--- config.mk ---
export PLATFORM = sky130hd
export DESIGN_NAME = cw_io_top
export DESIGN_NICKNAME = d
export VERILOG_FILES = /design/src/cw_io_pkg.sv /design/src/cw_io_top.sv /design/src/userio_dir.sv /design/src/targetio_router.sv /design/src/trig_combiner.sv /design/src/cw_reg_bank.sv
export SDC_FILE = /design/constraint.sdc
export NUM_CORES = 1
export LEC_CHECK = 0
export BUFFER_PORTS_ARGS = -buffer_cell sky130_fd_sc_hd__buf_4
export CORE_MARGIN = 3
export CORE_UTILIZATION = 55
export CTS_CLUSTER_DIAMETER = 200
export DETAILED_ROUTE_END_ITERATION = 16
export PLACE_DENSITY = 0.79
export SYNTH_ARGS = -nofsm -noshare
export SYNTH_HDL_FRONTEND = slang
export SYNTH_HIERARCHICAL = 1
export SYNTH_SLANG_ARGS = --single-unit
--- constraint.sdc ---
create_clock -name clk_usb -period 3.1 [get_ports clk_usb]
set_input_delay 0.155 -clock clk_usb [delete_from_list [all_inputs] [get_ports clk_usb]]
set_output_delay 0.155 -clock clk_usb [all_outputs]
set_load 0.05 [all_outputs]
--- src/cw_io_pkg.sv ---
package cw_io_pkg;

   localparam int BYTECNT_W     = 7;
   localparam int USERIO_W      = 8;
   localparam int NUM_TARGETIO  = 4;
   localparam int IOROUTE_BYTES = 8;
   localparam int IOROUTE_IDX_W = $clog2(IOROUTE_BYTES);

   // host register map, documented numbers kept where known
   typedef enum logic [7:0] {
      AUX_IO              = 8'd37,
      EXTCLK              = 8'd38,
      TRIGSRC             = 8'd39,
      TRIGMOD             = 8'd40,
      IOROUTE             = 8'd55,
      IOREAD              = 8'd59,
      USERIO_CW_DRIVEN    = 8'd60,
      USERIO_DEBUG_DRIVEN = 8'd61,
      USERIO_READ         = 8'd62,
      USERIO_DRIVE_DATA   = 8'd63,
      EXTERNAL_CLOCK      = 8'd64,
      COMPONENTS_EXIST    = 8'd65
   } reg_addr_e;

   // trigger module select, 6 and 7 reserved
   typedef enum logic [2:0] {
      EDGE      = 3'd0,
      ADVIO     = 3'd1,
      SAD       = 3'd2,
      DECODEDIO = 3'd3,
      TRACE     = 3'd4,
      ADC       = 3'd5
   } trig_mode_e;

   // combine mode in trigsrc[7:6], 3 reserved (trigger held low)
   typedef enum logic [1:0] {
      OR   = 2'd0,
      AND  = 2'd1,
      NAND = 2'd2
   } trig_combine_e;

   // gpio routing byte, one per target pin
   localparam int IOR_TX       = 0;
   localparam int IOR_RX       = 1;
   localparam int IOR_USIO_OC  = 4;  // pin 3 only, drive low
   localparam int IOR_USOC     = 5;  // pin 3 only, open drain tx
   localparam int IOR_GPIO_LVL = 6;
   localparam int IOR_GPIO_EN  = 7;

   localparam int EXTRA_BYTE    = 5;
   localparam int EXTRA_AVR     = 0;
   localparam int EXTRA_PWR_OFF = 1;

   localparam int EXGPIO_BYTE    = 6;
   localparam int EXGPIO_NRST_EN = 0;
   localparam int EXGPIO_NRST    = 1;
   localparam int EXGPIO_PDID_EN = 2;
   localparam int EXGPIO_PDID    = 3;
   localparam int EXGPIO_PDIC_EN = 4;
   localparam int EXGPIO_PDIC    = 5;

   localparam logic [7:0]  TRIGSRC_RST = 8'b0010_0000;           // io4 only, or mode
   localparam logic [63:0] IOROUTE_RST = 64'h0000_0000_0000_0201; // pin1 tx, pin2 rx
   localparam logic [7:0]  EXTCLK_RST  = 8'b0000_0011;

   localparam logic [USERIO_W-1:0] SWD_DIR_CLK_LOW  = 8'b0010_0000;
   localparam logic [USERIO_W-1:0] SWD_DIR_CLK_HIGH = 8'b0110_0000;
   localparam logic [USERIO_W-1:0] JTAG_DIR         = 8'b1110_0000;

endpackage
--- src/cw_io_top.sv ---
module cw_io_top import cw_io_pkg::*; (
   input  logic                    clk_usb,
   input  logic                    reset,
   input  logic [7:0]              reg_address_i,
   input  logic [BYTECNT_W-1:0]    reg_bytecnt_i,
   input  logic [7:0]              reg_datai_i,
   input  logic                    reg_read_i,
   input  logic                    reg_write_i,
   output logic [7:0]              reg_datao_o,
   input  logic                    trigger_nrst_i,
   input  logic                    trigger_io1_i,
   input  logic                    trigger_io2_i,
   input  logic                    trigger_io3_i,
   input  logic                    trigger_io4_i,
   input  logic                    trigger_advio_i,
   input  logic                    trigger_sad_i,
   input  logic                    trigger_decodedio_i,
   input  logic                    trigger_trace_i,
   input  logic                    trigger_adc_i,
   output logic                    trigger_o,
   output logic                    trigger_ext_o,
   output logic                    decodeio_active_o,
   output logic                    sad_active_o,
   input  logic [NUM_TARGETIO-1:0] targetio_in_i,
   output logic [NUM_TARGETIO-1:0] targetio_out_o,
   output logic [NUM_TARGETIO-1:0] targetio_oe_o,
   input  logic                    uart_tx_i,
   output logic                    uart_rx_o,
   output logic                    targetpower_off_o,
   output logic                    enable_avrprog_o,
   output logic                    enable_output_nrst_o,
   output logic                    output_nrst_o,
   output logic                    enable_output_pdid_o,
   output logic                    output_pdid_o,
   output logic                    enable_output_pdic_o,
   output logic                    output_pdic_o,
   input  logic                    trace_en_i,
   input  logic [USERIO_W-1:0]     trace_userio_dir_i,
   input  logic [USERIO_W-1:0]     userio_d_i,
   input  logic                    userio_clk_i,
   output logic [USERIO_W-1:0]     userio_cwdriven_o,
   output logic [USERIO_W-1:0]     userio_drive_data_o,
   output logic                    userio_fpga_debug_o,
   output logic                    userio_target_debug_o,
   output logic                    userio_target_debug_swd_o,
   input  logic                    trace_exists_i,
   input  logic                    la_exists_i
);

   logic [7:0]              trigsrc;
   logic [2:0]              trigmod;
   logic [63:0]             iorouting;
   logic [USERIO_W-1:0]     cwdriven_reg;
   logic [NUM_TARGETIO-1:0] ioread;

   cw_reg_bank i_cw_reg_bank (
      .clk_usb, .reset, .reg_address_i, .reg_bytecnt_i, .reg_datai_i,
      .reg_read_i, .reg_write_i, .reg_datao_o,
      .ioread_i           (ioread),
      .userio_cwdriven_i  (userio_cwdriven_o),   // readback of resolved direction
      .userio_d_i, .userio_clk_i, .trace_exists_i, .la_exists_i,
      .trigsrc_o          (trigsrc),
      .trigmod_o          (trigmod),
      .iorouting_o        (iorouting),
      .cwdriven_reg_o     (cwdriven_reg),
      .fpga_debug_o       (userio_fpga_debug_o),
      .target_debug_o     (userio_target_debug_o),
      .target_debug_swd_o (userio_target_debug_swd_o),
      .userio_drive_data_o
   );

   trig_combiner i_trig_combiner (
      .trigsrc_i (trigsrc), .trigmod_i (trigmod),
      .trigger_nrst_i, .trigger_io1_i, .trigger_io2_i, .trigger_io3_i, .trigger_io4_i,
      .trigger_advio_i, .trigger_sad_i, .trigger_decodedio_i, .trigger_trace_i,
      .trigger_adc_i, .trigger_o, .trigger_ext_o, .decodeio_active_o, .sad_active_o
   );

   targetio_router i_targetio_router (
      .clk_usb, .reset,
      .iorouting_i (iorouting),
      .targetio_in_i, .uart_tx_i, .targetio_out_o, .targetio_oe_o, .uart_rx_o,
      .ioread_o    (ioread),
      .targetpower_off_o, .enable_avrprog_o,
      .enable_output_nrst_o, .output_nrst_o, .enable_output_pdid_o, .output_pdid_o,
      .enable_output_pdic_o, .output_pdic_o
   );

   userio_dir i_userio_dir (
      .trace_en_i, .trace_userio_dir_i,
      .fpga_debug_i       (userio_fpga_debug_o),
      .target_debug_i     (userio_target_debug_o),
      .target_debug_swd_i (userio_target_debug_swd_o),
      .userio_clk_i,
      .cwdriven_reg_i     (cwdriven_reg),
      .userio_cwdriven_o
   );

endmodule

--- src/userio_dir.sv ---
module userio_dir import cw_io_pkg::*; (
   input  logic                trace_en_i,
   input  logic [USERIO_W-1:0] trace_userio_dir_i,
   input  logic                fpga_debug_i,
   input  logic                target_debug_i,
   input  logic                target_debug_swd_i,
   input  logic                userio_clk_i,
   input  logic [USERIO_W-1:0] cwdriven_reg_i,
   output logic [USERIO_W-1:0] userio_cwdriven_o   // 1 = driven by us
);

   // trace > fpga debug > swd > jtag > register
   always_comb begin
      if (trace_en_i)
         userio_cwdriven_o = trace_userio_dir_i;
      else if (fpga_debug_i)
         userio_cwdriven_o = '1;                      // everything out
      else if (target_debug_i && target_debug_swd_i)
         userio_cwdriven_o = userio_clk_i ? SWD_DIR_CLK_HIGH : SWD_DIR_CLK_LOW; // swdio turn
      else if (target_debug_i)
         userio_cwdriven_o = JTAG_DIR;
      else
         userio_cwdriven_o = cwdriven_reg_i;
   end

endmodule

--- src/targetio_router.sv ---
module targetio_router import cw_io_pkg::*; (
   input  logic                    clk_usb,
   input  logic                    reset,
   input  logic [63:0]             iorouting_i,
   input  logic [NUM_TARGETIO-1:0] targetio_in_i,
   input  logic                    uart_tx_i,
   output logic [NUM_TARGETIO-1:0] targetio_out_o,
   output logic [NUM_TARGETIO-1:0] targetio_oe_o,
   output logic                    uart_rx_o,
   output logic [NUM_TARGETIO-1:0] ioread_o,
   output logic                    targetpower_off_o,
   output logic                    enable_avrprog_o,
   output logic                    enable_output_nrst_o,
   output logic                    output_nrst_o,
   output logic                    enable_output_pdid_o,
   output logic                    output_pdid_o,
   output logic                    enable_output_pdic_o,
   output logic                    output_pdic_o
);

   logic [7:0] extra;
   logic [7:0] extra_gpio;

   assign extra      = iorouting_i[EXTRA_BYTE*8 +: 8];
   assign extra_gpio = iorouting_i[EXGPIO_BYTE*8 +: 8];

   // power switch lags the register by one clock
   always_ff @(posedge clk_usb) begin
      if (reset) targetpower_off_o <= 1'b0;
      else       targetpower_off_o <= extra[EXTRA_PWR_OFF];
   end

   for (genvar i = 0; i < NUM_TARGETIO; i++) begin : g_pin
      localparam bit HAS_OC = (i == 2);  // only pin 3 has the open-collector modes
      logic [7:0] rb;
      logic       pin_out;
      logic       pin_oe;

      assign rb = iorouting_i[i*8 +: 8];

      always_comb begin
         pin_out = 1'b0;
         pin_oe  = 1'b0;
         if (rb[IOR_TX]) begin
            pin_out = uart_tx_i;
            pin_oe  = 1'b1;
         end else if (HAS_OC && rb[IOR_USIO_OC]) begin
            pin_oe  = 1'b1;                // hard low
         end else if (HAS_OC && rb[IOR_USOC]) begin
            pin_oe  = ~uart_tx_i;          // pull low only and release on 1
         end else if (rb[IOR_GPIO_EN]) begin
            pin_out = rb[IOR_GPIO_LVL];
            pin_oe  = 1'b1;
         end
      end

      assign targetio_out_o[i] = pin_out;
      assign targetio_oe_o[i]  = pin_oe & ~targetpower_off_o;  // all hi-z while unpowered
   end

   // lowest pin with rx set wins and rx idles high
   always_comb begin
      uart_rx_o = 1'b1;
      for (int k = NUM_TARGETIO - 1; k >= 0; k--) begin
         if (iorouting_i[k*8 + IOR_RX]) uart_rx_o = targetio_in_i[k];
      end
   end

   always_ff @(posedge clk_usb) begin
      if (reset) ioread_o <= '0;
      else       ioread_o <= targetio_in_i;   // pin snapshot
   end

   assign enable_avrprog_o     = extra[EXTRA_AVR];
   assign enable_output_nrst_o = extra_gpio[EXGPIO_NRST_EN];
   assign output_nrst_o        = extra_gpio[EXGPIO_NRST];
   assign enable_output_pdid_o = extra_gpio[EXGPIO_PDID_EN];
   assign output_pdid_o        = extra_gpio[EXGPIO_PDID];
   assign enable_output_pdic_o = extra_gpio[EXGPIO_PDIC_EN];
   assign output_pdic_o        = extra_gpio[EXGPIO_PDIC];

   // a pin drives only if the power-off bit was clear one clock earlier
   a_no_drive_unpowered: assert property (@(posedge clk_usb) disable iff (reset)
      (|targetio_oe_o) |-> !$past(extra[EXTRA_PWR_OFF]));

endmodule

--- src/trig_combiner.sv ---
module trig_combiner import cw_io_pkg::*; (
   input  logic [7:0] trigsrc_i,   // [5:1] line enables, [7:6] combine mode
   input  logic [2:0] trigmod_i,
   input  logic       trigger_nrst_i,
   input  logic       trigger_io1_i,
   input  logic       trigger_io2_i,
   input  logic       trigger_io3_i,
   input  logic       trigger_io4_i,
   input  logic       trigger_advio_i,
   input  logic       trigger_sad_i,
   input  logic       trigger_decodedio_i,
   input  logic       trigger_trace_i,
   input  logic       trigger_adc_i,
   output logic       trigger_o,
   output logic       trigger_ext_o,
   output logic       decodeio_active_o,
   output logic       sad_active_o
);

   logic [4:0]    lines;
   logic [4:0]    sel;
   logic          trig_or;
   logic          trig_and;
   trig_combine_e comb;
   trig_mode_e    mode;

   assign lines = {trigger_io4_i, trigger_io3_i, trigger_io2_i, trigger_io1_i, trigger_nrst_i};
   assign sel   = trigsrc_i[5:1];
   assign comb  = trig_combine_e'(trigsrc_i[7:6]);
   assign mode  = trig_mode_e'(trigmod_i);

   assign trig_or  = |(lines & sel);
   assign trig_and = &(lines | ~sel);  // unselected lines count as true

   always_comb begin
      case (comb)
         OR:      trigger_ext_o = trig_or;
         AND:     trigger_ext_o = trig_and;
         NAND:    trigger_ext_o = ~trig_and;
         default: trigger_ext_o = 1'b0;  // reserved
      endcase
   end

   always_comb begin
      case (mode)
         EDGE:      trigger_o = trigger_ext_o;
         ADVIO:     trigger_o = trigger_advio_i;
         SAD:       trigger_o = trigger_sad_i;
         DECODEDIO: trigger_o = trigger_decodedio_i;
         TRACE:     trigger_o = trigger_trace_i;
         ADC:       trigger_o = trigger_adc_i;
         default:   trigger_o = 1'b0;
      endcase
   end

   assign decodeio_active_o = (mode == DECODEDIO);
   assign sad_active_o      = (mode == SAD);

endmodule

--- src/cw_reg_bank.sv ---
module cw_reg_bank import cw_io_pkg::*; (
   input  logic                 clk_usb,
   input  logic                 reset,
   input  logic [7:0]           reg_address_i,
   input  logic [BYTECNT_W-1:0] reg_bytecnt_i,
   input  logic [7:0]           reg_datai_i,
   input  logic                 reg_read_i,
   input  logic                 reg_write_i,
   input  logic [3:0]           ioread_i,
   input  logic [USERIO_W-1:0]  userio_cwdriven_i,  // resolved direction for readback only
   input  logic [USERIO_W-1:0]  userio_d_i,
   input  logic                 userio_clk_i,
   input  logic                 trace_exists_i,
   input  logic                 la_exists_i,
   output logic [7:0]           reg_datao_o,
   output logic [7:0]           trigsrc_o,
   output logic [2:0]           trigmod_o,
   output logic [63:0]          iorouting_o,
   output logic [USERIO_W-1:0]  cwdriven_reg_o,
   output logic                 fpga_debug_o,
   output logic                 target_debug_o,
   output logic                 target_debug_swd_o,
   output logic [USERIO_W-1:0]  userio_drive_data_o
);

   reg_addr_e         addr;
   logic              aux_io_q;     // storage only as aux clock out is not built
   logic [7:0]        extclk_q;     // storage only
   logic [7:0]        trigmod_q;    // upper bits kept for readback
   logic              ext_clock_q;
   logic              ioroute_byte_ok;
   logic              byte0;
   logic              byte1;
   logic [USERIO_W:0] userio_read;  // clk on top of data

   assign addr            = reg_addr_e'(reg_address_i);
   assign ioroute_byte_ok = (reg_bytecnt_i < BYTECNT_W'(IOROUTE_BYTES));
   assign byte0           = (reg_bytecnt_i == '0);
   assign byte1           = (reg_bytecnt_i == BYTECNT_W'(1));
   assign userio_read     = {userio_clk_i, userio_d_i};
   assign trigmod_o       = trigmod_q[2:0];

   // write decode
   always_ff @(posedge clk_usb) begin
      if (reset) begin
         aux_io_q            <= 1'b0;
         extclk_q            <= EXTCLK_RST;
         trigsrc_o           <= TRIGSRC_RST;
         trigmod_q           <= 8'h00;           // edge mode
         iorouting_o         <= IOROUTE_RST;
         cwdriven_reg_o      <= '0;
         fpga_debug_o        <= 1'b0;
         target_debug_o      <= 1'b0;
         target_debug_swd_o  <= 1'b0;
         userio_drive_data_o <= '0;
         ext_clock_q         <= 1'b0;
      end else if (reg_write_i) begin
         case (addr)
            AUX_IO:  aux_io_q  <= reg_datai_i[0];
            EXTCLK:  extclk_q  <= reg_datai_i;
            TRIGSRC: trigsrc_o <= reg_datai_i;
            TRIGMOD: trigmod_q <= reg_datai_i;
            IOROUTE: begin
               if (ioroute_byte_ok) // bytes 8+ dropped
                  iorouting_o[{reg_bytecnt_i[IOROUTE_IDX_W-1:0], 3'b000} +: 8] <= reg_datai_i;
            end
            USERIO_CW_DRIVEN: begin
               if (byte0) cwdriven_reg_o <= reg_datai_i;
            end
            USERIO_DEBUG_DRIVEN: begin
               fpga_debug_o       <= reg_datai_i[0];
               target_debug_o     <= reg_datai_i[1];
               target_debug_swd_o <= reg_datai_i[2];
            end
            USERIO_DRIVE_DATA: begin
               if (byte0) userio_drive_data_o <= reg_datai_i;
            end
            EXTERNAL_CLOCK: ext_clock_q <= reg_datai_i[0];
            default: ;                                 // read-only or unmapped
         endcase
      end
   end

   // readback mux in the same cycle as the read strobe
   always_comb begin
      reg_datao_o = 8'h00;
      if (reg_read_i) begin
         case (addr)
            AUX_IO:  reg_datao_o = {7'b0, aux_io_q};
            EXTCLK:  reg_datao_o = extclk_q;
            TRIGSRC: reg_datao_o = trigsrc_o;
            TRIGMOD: reg_datao_o = trigmod_q;
            IOROUTE: begin
               if (ioroute_byte_ok)
                  reg_datao_o = iorouting_o[{reg_bytecnt_i[IOROUTE_IDX_W-1:0], 3'b000} +: 8];
            end
            IOREAD: reg_datao_o = {4'b0, ioread_i};
            USERIO_CW_DRIVEN: begin
               if (byte0) reg_datao_o = userio_cwdriven_i; // after priority and not the raw reg
            end
            USERIO_DEBUG_DRIVEN:
               reg_datao_o = {5'b0, target_debug_swd_o, target_debug_o, fpga_debug_o};
            USERIO_READ: begin
               if (byte0)
                  reg_datao_o = userio_read[7:0];
               else if (byte1)
                  reg_datao_o = {7'b0, userio_read[USERIO_W]};
            end
            USERIO_DRIVE_DATA: begin
               if (byte0) reg_datao_o = userio_drive_data_o;
            end
            EXTERNAL_CLOCK:   reg_datao_o = {7'b0, ext_clock_q};
            COMPONENTS_EXIST: reg_datao_o = {6'b0, trace_exists_i, la_exists_i};
            default: ;
         endcase
      end
   end

   // routing word only moves on an in-range IOROUTE write
   a_ioroute_hold: assert property (@(posedge clk_usb) disable iff (reset)
      !(reg_write_i && addr == IOROUTE && ioroute_byte_ok) |=> $stable(iorouting_o));

endmodule

Yosys cells after proc, flatten, opt, wreduce, memory -nomap -nowiden

Index checks and enable logic that the tools add are counted.

Equality and inequality tests: 20
$lt $le $gt $ge: 1
Reductions and logical operators: 15
Bitwise logic cells: 10
Mux-type cells: 39
Shift operators: 3
Add/sub/neg operators: 1

Operator list:

| operator                                                               | number |
|---|---|
| 8-bit case mux with 12 select lines                                    | 1 |
| 8-bit by 6-bit == test with 1-bit output, second input constant        | 10 |
| 8-bit two-way mux                                                      | 9 |
| 64-bit bitwise mux                                                     | 1 |
| 8-bit by 8-bit variable shift with 64-bit output, first input constant | 1 |
| 64-bit by 7-bit indexed part select with 8-bit output                  | 1 |
| 8-bit by 8-bit indexed part select with 64-bit output                  | 1 |
| 1-bit two-way mux                                                      | 25 |
| 8-bit by 7-bit == test with 1-bit output, second input constant        | 2 |
| 2-bit AND reduction                                                    | 6 |
| 3-bit AND reduction                                                    | 3 |
| 6-bit negator with 8-bit output                                        | 1 |
| 7-bit by 1-bit == test with 1-bit output, second input constant        | 1 |
| 7-bit zero test                                                        | 1 |
| 7-bit by 4-bit < comparator with 1-bit output, second input constant   | 1 |
| 7-bit two-way mux                                                      | 1 |
| 3-bit by 2-bit == test with 1-bit output, second input constant        | 2 |
| 3-bit == test, second input constant                                   | 2 |
| 1-bit case mux with 6 select lines                                     | 1 |
| 5-bit bitwise AND                                                      | 1 |
| 5-bit inverter                                                         | 1 |
| 5-bit OR                                                               | 1 |
| 5-bit AND reduction                                                    | 1 |
| 5-bit OR reduction                                                     | 1 |
| 9 further kinds                                                        | 14 |

Register bits after elaboration: 114
Input port bits: 62
Output and inout bits: 48

Logic depth before layout (Yosys ltp)

Gate-level depths: netlist of the first run.

Word-level depth: 7
Mapped depth: 13

Modules after synthesis

Netlist of the first run, hierarchy kept.

Modules (own cells, without submodules):

| module          | instances | cells an instance | area each (um^2) |
|---|---|---|---|
| cw_reg_bank     | 1         | 627               | 5337.6 |
| targetio_router | 1         | 48                | 354.1 |
| userio_dir      | 1         | 29                | 193.9 |
| trig_combiner   | 1         | 22                | 150.1 |

Worst setup path after synthesis of the first run

OpenSTA, ideal clock, no wires.

Kind: reg-to-output
Start point: register i_cw_reg_bank.target_debug_o
End point: output port reg_datao_o[6]
Cell stages (with the launch flop): 7
Path slack: -0.440 ns
Arrival: 3.385 ns
Path through: dfxtp_1 > nor2_1 > o31ai_1 > mux2i_1 > o21ai_0 > nand2_1 > a31oi_1

Longest elaborated chain between the ends: 7
Elaborated cells on any way between the ends: 8

Ends and longest elaborated chain:

| what                                                   | RTL line                           | RTL |
|---|---|---|
| from (decl)                                            | cw_reg_bank.sv:21                  | `output logic target_debug_o,` |
| from (signal assigned)                                 | cw_reg_bank.sv:72                  | `target_debug_o <= reg_datai_i[1];` |
| 8-bit two-way mux or 1-bit logical AND (tied branches) | userio_dir.sv:20, userio_dir.sv:18 |  |
| 8-bit two-way mux (*)                                  | userio_dir.sv:18                   | `else if (target_debug_i && target_debug_swd_i)` |
| 8-bit two-way mux (*)                                  | userio_dir.sv:16                   | `else if (fpga_debug_i)` |
| 8-bit two-way mux (*)                                  | userio_dir.sv:14                   | `if (trace_en_i)` |
| named net userio_cwdriven_o[6]                         | cw_io_top.sv:41                    | `output logic [USERIO_W-1:0] userio_cwdriven_o,` |
| 8-bit two-way mux (*)                                  | cw_reg_bank.sv:99                  | `if (byte0) reg_datao_o = userio_cwdriven_i;` |
| 8-bit case mux with 12 select lines (*)                | cw_reg_bank.sv:88                  | `case (addr)` |
| 8-bit two-way mux (*)                                  | cw_reg_bank.sv:87                  | `if (reg_read_i) begin` |
| to (decl)                                              | cw_io_top.sv:9                     | `output logic [7:0] reg_datao_o,` |

The timed path passes the listed nets; every way through them passes the cells marked *.

Worst setup path after layout of the first run

Start point: register i_cw_reg_bank.target_debug_o
End point: output port reg_datao_o[6]

Longest elaborated chain between the ends: 7
Elaborated cells on any way between the ends: 8

Ends and longest elaborated chain:

| what                                                   | RTL line |
|---|---|
| 8-bit two-way mux or 1-bit logical AND (tied branches) | userio_dir.sv:20, userio_dir.sv:18 |
| 8-bit two-way mux (*)                                  | userio_dir.sv:18 |
| 8-bit two-way mux (*)                                  | userio_dir.sv:16 |
| 8-bit two-way mux (*)                                  | userio_dir.sv:14 |
| 8-bit two-way mux (*)                                  | cw_reg_bank.sv:99 |
| 8-bit case mux with 12 select lines (*)                | cw_reg_bank.sv:88 |
| 8-bit two-way mux (*)                                  | cw_reg_bank.sv:87 |

Mark *: on every way between the ends. The rest lies on a longest branch, timed or not.

==> metrics, run 1 <==
status=finished clean; ANT nets after route=0; crit-path leading delay family=compound AO/OA/AOI/OAI gates; Setup crit start kind=flip-flop; switching portion of total power=0.2422; Leak=2.761 nW; clock share of power=0.515; drt initial violations=588; final setup vio count=0; share of cells above drive strength 1=0.2268; Least-Margin Pin Slew=1.171 ns; Post-DP Area=0.006788 sq mm; DIE WIDTH=110.8 um; worst hold path type=in2reg; Post-synth EDFFs=0; Top Layer Used=met4; Overall Power=3.707 mW; Total GRT Usage=0.3044; initial antenna violation count=0; final period utilization=0.8493; TritonCTS buffer count=17; Arr. time, crit path=2.48 ns; Worst path depth=7; hpwl dp=12750 um; Initial Util=0.5744; PD cells=495.7 mW/mm^2; synth warn=6; design area=0.007478 sq mm; combinational power share=0.088; vias post-DR=6034; Worst-Skew Late Latency=0.52 ns; clk slew on worst S/H paths=0.06 ns; final WL=19200 um; full die area=0.01227 sq mm; global-route wire length before repair=30320 um; slowest stage delay, CP=0.45 ns; R2R cell count=2; met3 routed WL=1810 um; synth top area cells=dfxtp_1 (38%), nand2_1 (9.5%), mux2i_1 (8.3%); GP Congestion=0.9653; library cells used by synthesis=66; CP Max Fanout=13; Seq/Total Area, Yosys=0.3781; nets=873; Syn-to-layout area delta=23.90%; die height=110.8 um; Max transition margin=0.2193; post-synth top area cell=dfxtp_1; Clock Tree Root=clkbuf_8; sw power=0.8978 mW; asr flop ratio synth=0; Vias/cell=6.312; Sinks on Clock Net=114; Max-Cap Viols=0; Mapped Cells=726; vias in the first global route=5882; critical path cell sequence=and3b_1 -> o31ai_2 -> mux2i_1 -> o21ai_0 -> nand2_1 -> a31oi_1 -> buf_4; # diodes=0; WP buf/inv=1; Net Count, Synth=791; cell internal pwr=2.809 mW; CTS max path bufs=2; Setup crit end kind=output port; Max Freq=379.8 MHz; Final Hold Viols=0; H-tree depth=4; mean routed wirelength per cell=20.09 um; Slowest cell on crit path=dfxtp_1; DR WL met2=9234 um; commonest cells in the netlist=nand2_1 (153), dfxtp_1 (114), a21oi_1 (69); Hold Crit Depth=3; core area=0.01051 sq mm; IO Count=110; RSZ-0062 raised after global routing=no; final clock skew=0.001485 ns; port buffer count=109; critical path class=reg2out; Netlist Area Pre-Place=0.006036 sq mm; Yosys reg bits=114; CTS tree=yes; Setup TNS=0 ns; Primary FF master, synth=dfxtp_1; utilization after layout=0.7116; Final min period=2.633 ns; Metal-1 WL=7399 um; # rows=37; Residual DRC=0; cts repair resizes=0; VDD IR-drop max=484.1 uV; syn avg cell area=8.314 sq um; most frequent cell after synthesis=nand2_1; top cell type's share of synthesized area=0.3781; final slew viol count=0; critical path data required time=2.94 ns; power share of the sequential group=0.397; number of detailed-route iterations in the first pass=5; largest net degree at the start of global routing=115; GRT Residual Overflow=0
[cells in the final DEF (no fill, tap or decap), drive strengths merged, types with 12 or more instances in the layout]
cell	netlist	final
a21oi	69	69
nand3	42	42
nand2	153	153
nor2	56	56
mux4	16	16
mux2i	50	50
inv	11	12
o21ai	17	17
buf	28	119
nor2b	14	14
clkbuf	39	18
dfxtp	114	114
[registers in the layout, indices dropped and copies added (netlist names)]
signal and count:
i_cw_reg_bank/iorouting_o 64, i_cw_reg_bank/cwdriven_reg_o 8, i_cw_reg_bank/extclk_q 8, i_cw_reg_bank/trigmod_q 8, i_cw_reg_bank/trigsrc_o 8, i_cw_reg_bank/userio_drive_data_o 8
i_targetio_router/ioread_o 4, i_cw_reg_bank/aux_io_q 1, i_cw_reg_bank/ext_clock_q 1, i_cw_reg_bank/fpga_debug_o 1, i_cw_reg_bank/target_debug_o 1, i_cw_reg_bank/target_debug_swd_o 1
i_targetio_router/targetpower_off_o 1
[per-layer routing]
layer  up-vias  GRT usage
met5         -          0
met4         0     0.1338
met1      2864     0.3837
li1       2716          -
met2       389     0.4980
met3        65    0.07041
[worst min-delay path, delay by kind of cell]
kind / cells / cell delay [ns]
AO/OA/AOI/OAI: 1 / 0.06
buffers and inverters: 1 / 0.20
AND/OR/NAND/NOR: 1 / 0.09
[cells by family (layout without fill, tap and decap cells)]
| logic type | count (synthesis) | count (layout) | synth area share |
|---|---|---|---|
| multiplexers | 66 | 66 | 0.1426 |
| flip-flops | 114 | 114 | 0.3781 |
| buffers and inverters | 78 | 172 | 0.06260 |
| AO/OA/AOI/OAI | 136 | 136 | 0.1418 |
| AND/OR/NAND/NOR | 329 | 329 | 0.2687 |
| adder cells (fa/ha/maj) | 3 | 3 | 0.006220 |
[power groups by stage]
stage / Clock, mW / Combinational [mW] / Sequential [mW]
floorplan: 0 / 0.178 / 1.50
global placement: 0 / 0.300 / 1.50
CTS: 1.93 / 0.319 / 1.47
global route: 2.00 / 0.342 / 1.47
finish: 1.91 / 0.326 / 1.47
detailed placement: 0 / 0.306 / 1.50
[metrics by stage]
step                setup slack (ns)  hold WS [ns]  std cells
finish                        0.4672       0.04648        956
global route                  0.2639       0.03348        956
CTS                           0.5053       0.02306        956
detailed placement            0.4340        0.4166        914
global placement              0.5424        0.4080        914
floorplan                    0.02358        0.2217        726
[final cells by class]
cell class | count | area [sq um]
multi-input combinational | 534 | 3401
timing repair buffer | 130 | 1003
inverter | 11 | 41.29
clock buffer | 18 | 417.9
tap | 136 | 170.2
sequential | 114 | 2282
clock inverter | 13 | 162.7
fill | 814 | 3030
[worst paths after layout]
check	startpoint	end	slack [ns]
max reg2reg	i_cw_reg_bank/fpga_debug_o$_SDFFE_PP0P_	i_cw_reg_bank/fpga_debug_o$_SDFFE_PP0P_	2.16
min reg2reg	i_cw_reg_bank/iorouting_o[56]$_SDFFE_PP0P_	i_cw_reg_bank/iorouting_o[56]$_SDFFE_PP0P_	0.45
max	i_cw_reg_bank/target_debug_o$_SDFFE_PP0P_	reg_datao_o[6]	0.47
min	reg_datai_i[1]	i_cw_reg_bank/iorouting_o[41]$_SDFFE_PP0P_	0.05
[timing repair]
action / CTS / global route
hold endpoints to repair: 26 / 0
hold buffers: 11 / 0
setup buffers: 0 / 0
(Power assumes the default switching activity.)
==> run 2: changes to the inputs <==
clock period = 2.65 ns   (was 3.1 ns; I/O delays follow)
==> metrics, run 2 (synthesis gave the netlist of run 1 again) <==
switching portion of total power=0.2460; PD cells=587.3 mW/mm^2; die height=110.8 um; clock share of power=0.533; Initial Util=0.5744; power share of the sequential group=0.381; final slew viol count=0; GP Congestion=1.002; full die area=0.01227 sq mm; drt initial violations=568; pre-CTS setup slack=0.3348 ns; Overall Power=4.513 mW; max reg flops=64; CP Max Fanout=11; Arr. time, crit path=2.36 ns; core area=0.01051 sq mm; Least-Margin Pin Slew=1.155 ns; mean routed wirelength per cell=20.22 um; critical path class=reg2out; Vias/cell=6.205; status=finished clean; hpwl dp=13040 um; ANT nets after route=0; Clock Tree Root=clkbuf_8; RSZ-0062 raised after global routing=no; vias post-DR=6031; CTS tree=yes; Worst-Skew Late Latency=0.52 ns; sw power=1.110 mW; global-route wire length before repair=30970 um; Max transition margin=0.2297; cell internal pwr=3.403 mW; commonest cells after routing, fill and taps aside=nand2_1 (153), buf_4 (132), dfxtp_1 (113), a21oi_1 (68), nor2_1 (55); Setup crit end kind=output port; final WL=19650 um; final clock skew=0.004452 ns; number of detailed-route iterations in the first pass=5; H-tree depth=4; Max Freq=400.8 MHz; CTS max path bufs=2; critical path data required time=2.52 ns; Residual DRC=0; Setup TNS=0 ns; Final min period=2.495 ns; Setup Fix Bufs, Post-CTS=0; Final Hold Viols=0; VDD IR-drop max=827.0 uV; GRT Residual Overflow=0; setup slack after layout=0.1548 ns; Total GRT Usage=0.3141; clk slew on worst S/H paths=0.06 ns; largest net degree at the start of global routing=115; Setup crit start kind=flip-flop; TritonCTS buffer count=17; Sinks on Clock Net=114; WHS=0.08416 ns; worst hold path type=in2reg; IO Count=110; nets=888; Largest Register=i_cw_reg_bank/iorouting_o; # diodes=0; # rows=37; Leak=2.864 nW; port buffer count=109; combinational power share=0.086; Syn-to-layout area delta=27.32%; share of cells above drive strength 1=0.2512; DIE WIDTH=110.8 um; final period utilization=0.9416; initial antenna violation count=0; final setup vio count=0; commonest non-fill, non-tap cell in the layout=nand2_1; Max-Cap Viols=0; vias in the first global route=5928
run 2: timing repair:
item | in CTS | in global routing
hold buffers | 13 | 0
endpoints found under the hold margin | 57 | 0
gates resized for setup | 0 | 1
setup endpoints to repair | 0 | 3
run 2: layout make-up:
type / count / area (sq um)
Multi-Input combinational cell: 534 / 3448
Fill cell: 788 / 2824
Sequential cell: 114 / 2283
Timing Repair Buffer: 145 / 1121
Clock buffer: 17 / 414.1
Clock inverter: 15 / 206.4
Tap cell: 136 / 170.2
Inverter: 11 / 41.29
run 2: path summary, 6_finish.rpt:
kind	slack, ns	to	startpoint	depth (start not counted)
max	0.15	reg_datao_o[7]	i_cw_reg_bank/fpga_debug_o$_SDFFE_PP0P_	7
min	0.08	i_cw_reg_bank/ext_clock_q$_SDFFE_PP0P_	reg_address_i[4]	5
max reg2reg	1.70	i_cw_reg_bank/fpga_debug_o$_SDFFE_PP0P_	i_cw_reg_bank/fpga_debug_o$_SDFFE_PP0P_	2
min reg2reg	0.45	i_cw_reg_bank/iorouting_o[61]$_SDFFE_PP0P_	i_cw_reg_bank/iorouting_o[61]$_SDFFE_PP0P_	2
run 2: power by group through the flow:
stage | clock (mW) | sequential [mW] | combinational [mW]
floorplan | 0 | 1.76 | 0.211
global placement | 0 | 1.76 | 0.356
detailed placement | 0 | 1.76 | 0.362
CTS | 2.41 | 1.72 | 0.380
global route | 2.49 | 1.72 | 0.408
finish | 2.40 | 1.72 | 0.388
run 2: metal layers:
metal,part of all wire,track usage,vias to the layer above
li1,-,-,2749
met4,0.031,0.1281,0
met3,0.093,0.07587,61
met5,0,0,-
met1,0.39,0.3853,2867
met2,0.49,0.5291,354
run 2: per-stage QoR:
stage                       util  area [sq um]  std cells
after floorplan                -          6107        726
after global placement    0.6597          6933        927
after detailed placement  0.6597          6933        927
after CTS                 0.7312          7684        972
after global routing      0.7313          7685        972
final                     0.7313          7685        972
run 2: worst max-delay path, cell delays in order, from the launching register on:
cell and delay [ns]:
dfxtp_1 0.62, nor2_1 0.12, a32oi_2 0.22, mux2i_1 0.11, o21ai_0 0.21, nand2_1 0.11
a31oi_2 0.23, buf_4 0.22
==> run 3: changes to the inputs <==
CORE_UTILIZATION = 56   (was 55)
PLACE_DENSITY = 0.8   (was 0.79)
==> metrics, run 3 (synthesis gave the netlist of run 1 again) <==
final period utilization=0.9366; # diodes=0; mean routed wirelength per cell=20.17 um; DIE WIDTH=109.8 um; Residual DRC=0; IO Count=110; utilization after layout=0.7339; Setup Fix Bufs, Post-CTS=0; Max transition margin=0.2279; H-tree depth=4; CTS tree=yes; max reg flops=64; final clock skew=0.004456 ns; clk slew on worst S/H paths=0.06 ns; initial antenna violation count=0; Clock Tree Root=clkbuf_8; share of cells above drive strength 1=0.2518; core area=0.01042 sq mm; Initial Util=0.5795; Sinks on Clock Net=114; largest net degree at the start of global routing=115; hpwl dp=13310 um; Max-Cap Viols=0; PD cells=576.3 mW/mm^2; port buffer count=109; cell internal pwr=3.345 mW; switching portion of total power=0.2408; Least-Margin Pin Slew=1.158 ns; Setup crit end kind=output port; worst hold path type=in2reg; die height=109.8 um; CP Max Fanout=11; critical path class=reg2out; Arr. time, crit path=2.35 ns; GP Congestion=0.9745; Final min period=2.482 ns; commonest cells after routing, fill and taps aside=nand2_1 (153), buf_4 (132), dfxtp_1 (113), a21oi_1 (68), nor2_1 (55); Post-Layout Cell Count=970; r2r startpoint=i_cw_reg_bank/fpga_debug_o$_SDFFE_PP0P_; crit path launch=i_cw_reg_bank/fpga_debug_o$_SDFFE_PP0P_; final setup vio count=0; RSZ-0062 raised after global routing=no; CTS max path bufs=2; Largest Register=i_cw_reg_bank/iorouting_o; full die area=0.01206 sq mm; Overall Power=4.406 mW; vias in the first global route=5812; Inst Count DP=927; Total GRT Usage=0.3275; # rows=37; TritonCTS buffer count=17; combinational power share=0.088; critical path data required time=2.52 ns; r2r endpoint=i_cw_reg_bank/fpga_debug_o$_SDFFE_PP0P_; worst reg-to-reg setup slack=1.70 ns; final WL=19570 um; power share of the sequential group=0.391; Worst-Skew Late Latency=0.52 ns; sw power=1.061 mW; Final Hold Viols=0; Syn-to-layout area delta=26.66%; clock share of power=0.521; GRT Residual Overflow=0; commonest non-fill, non-tap cell in the layout=nand2_1; R2R cell count=2; Vias/cell=6.235; drt initial violations=617; ANT nets after route=0; VDD IR-drop max=710.2 uV; final slew viol count=0; Max Freq=402.9 MHz; vias post-DR=6048; Leak=2.847 nW; Setup crit start kind=flip-flop; last element of the critical path=reg_datao_o[5]; number of detailed-route iterations in the first pass=7; status=finished clean; nets=886; global-route wire length before repair=30170 um
==> run 3: cell type report <==
| type | instances | area (sq um) |
|---|---|---|
| repair buffers | 143 | 1101 |
| flip-flops and latches | 114 | 2283 |
| inverters | 11 | 41.29 |
| clock buffers | 19 | 441.7 |
| well taps | 136 | 170.2 |
| fillers | 779 | 2771 |
| clock inverters | 13 | 158.9 |
| multi-input cells | 534 | 3448 |
==> run 3: layer usage <==
layer  GRT usage  wire (um)
met5           0          0
met1      0.4097       7545
met4      0.1460        699
met3     0.06224       1881
met2      0.5468       9440
==> run 3: worst min-delay path by stage <==
stage                                start                                          to  slack [ns]  depth (start not counted)
after floorplan                      reset    i_targetio_router/ioread_o[2]$_SDFF_PP0_        0.20                          1
after global placement    targetio_in_i[1]    i_targetio_router/ioread_o[1]$_SDFF_PP0_        0.38                          2
after CTS                   reg_datai_i[0]  i_cw_reg_bank/iorouting_o[32]$_SDFFE_PP0P_       0.002                          3
after global routing        reg_datai_i[0]  i_cw_reg_bank/iorouting_o[32]$_SDFFE_PP0P_        0.04                          3
after detailed placement  targetio_in_i[2]    i_targetio_router/ioread_o[2]$_SDFF_PP0_        0.40                          3
final                       reg_datai_i[0]  i_cw_reg_bank/iorouting_o[32]$_SDFFE_PP0P_        0.02                          3
==> run 3: repair_timing <==
item	4_1_cts	5_1_grt
resized for setup	0	1
endpoints found under the hold margin	45	0
hold buffers	11	0
setup endpoints to repair	0	1
==> run 3: through the flow <==
step / area, sq um / setup TNS [ns] / hold WS [ns] / worst slack, ns
after floorplan: 6107 / -0.1560 / 0.1992 / -0.1560
after global placement: 6933 / 0 / 0.3844 / 0.3564
after detailed placement: 6933 / 0 / 0.4018 / 0.3215
after CTS: 7644 / 0 / 0.002290 / 0.1121
after global routing: 7645 / 0 / 0.03709 / 0.06239
final: 7645 / 0 / 0.02405 / 0.1681
==> run 3: power by group through the flow <==
| stage | sequential, mW | clock, mW | combinational (mW) |
|---|---|---|---|
| 6_report | 1.72 | 2.30 | 0.389 |
| 4_1_cts | 1.72 | 2.30 | 0.383 |
| 3_3_place_gp | 1.76 | 0 | 0.362 |
| 2_1_floorplan | 1.76 | 0 | 0.211 |
| 5_1_grt | 1.72 | 2.37 | 0.408 |
| 3_5_place_dp | 1.76 | 0 | 0.369 |
==> run 3: worst max-delay path, cell delays in order, from the launching register on <==
cell	delay, ns
dfxtp_1	0.61
nor3_1	0.12
o21ai_2	0.16
mux2i_1	0.11
o21ai_0	0.27
nand2_1	0.12
a31oi_2	0.23
buf_4	0.23
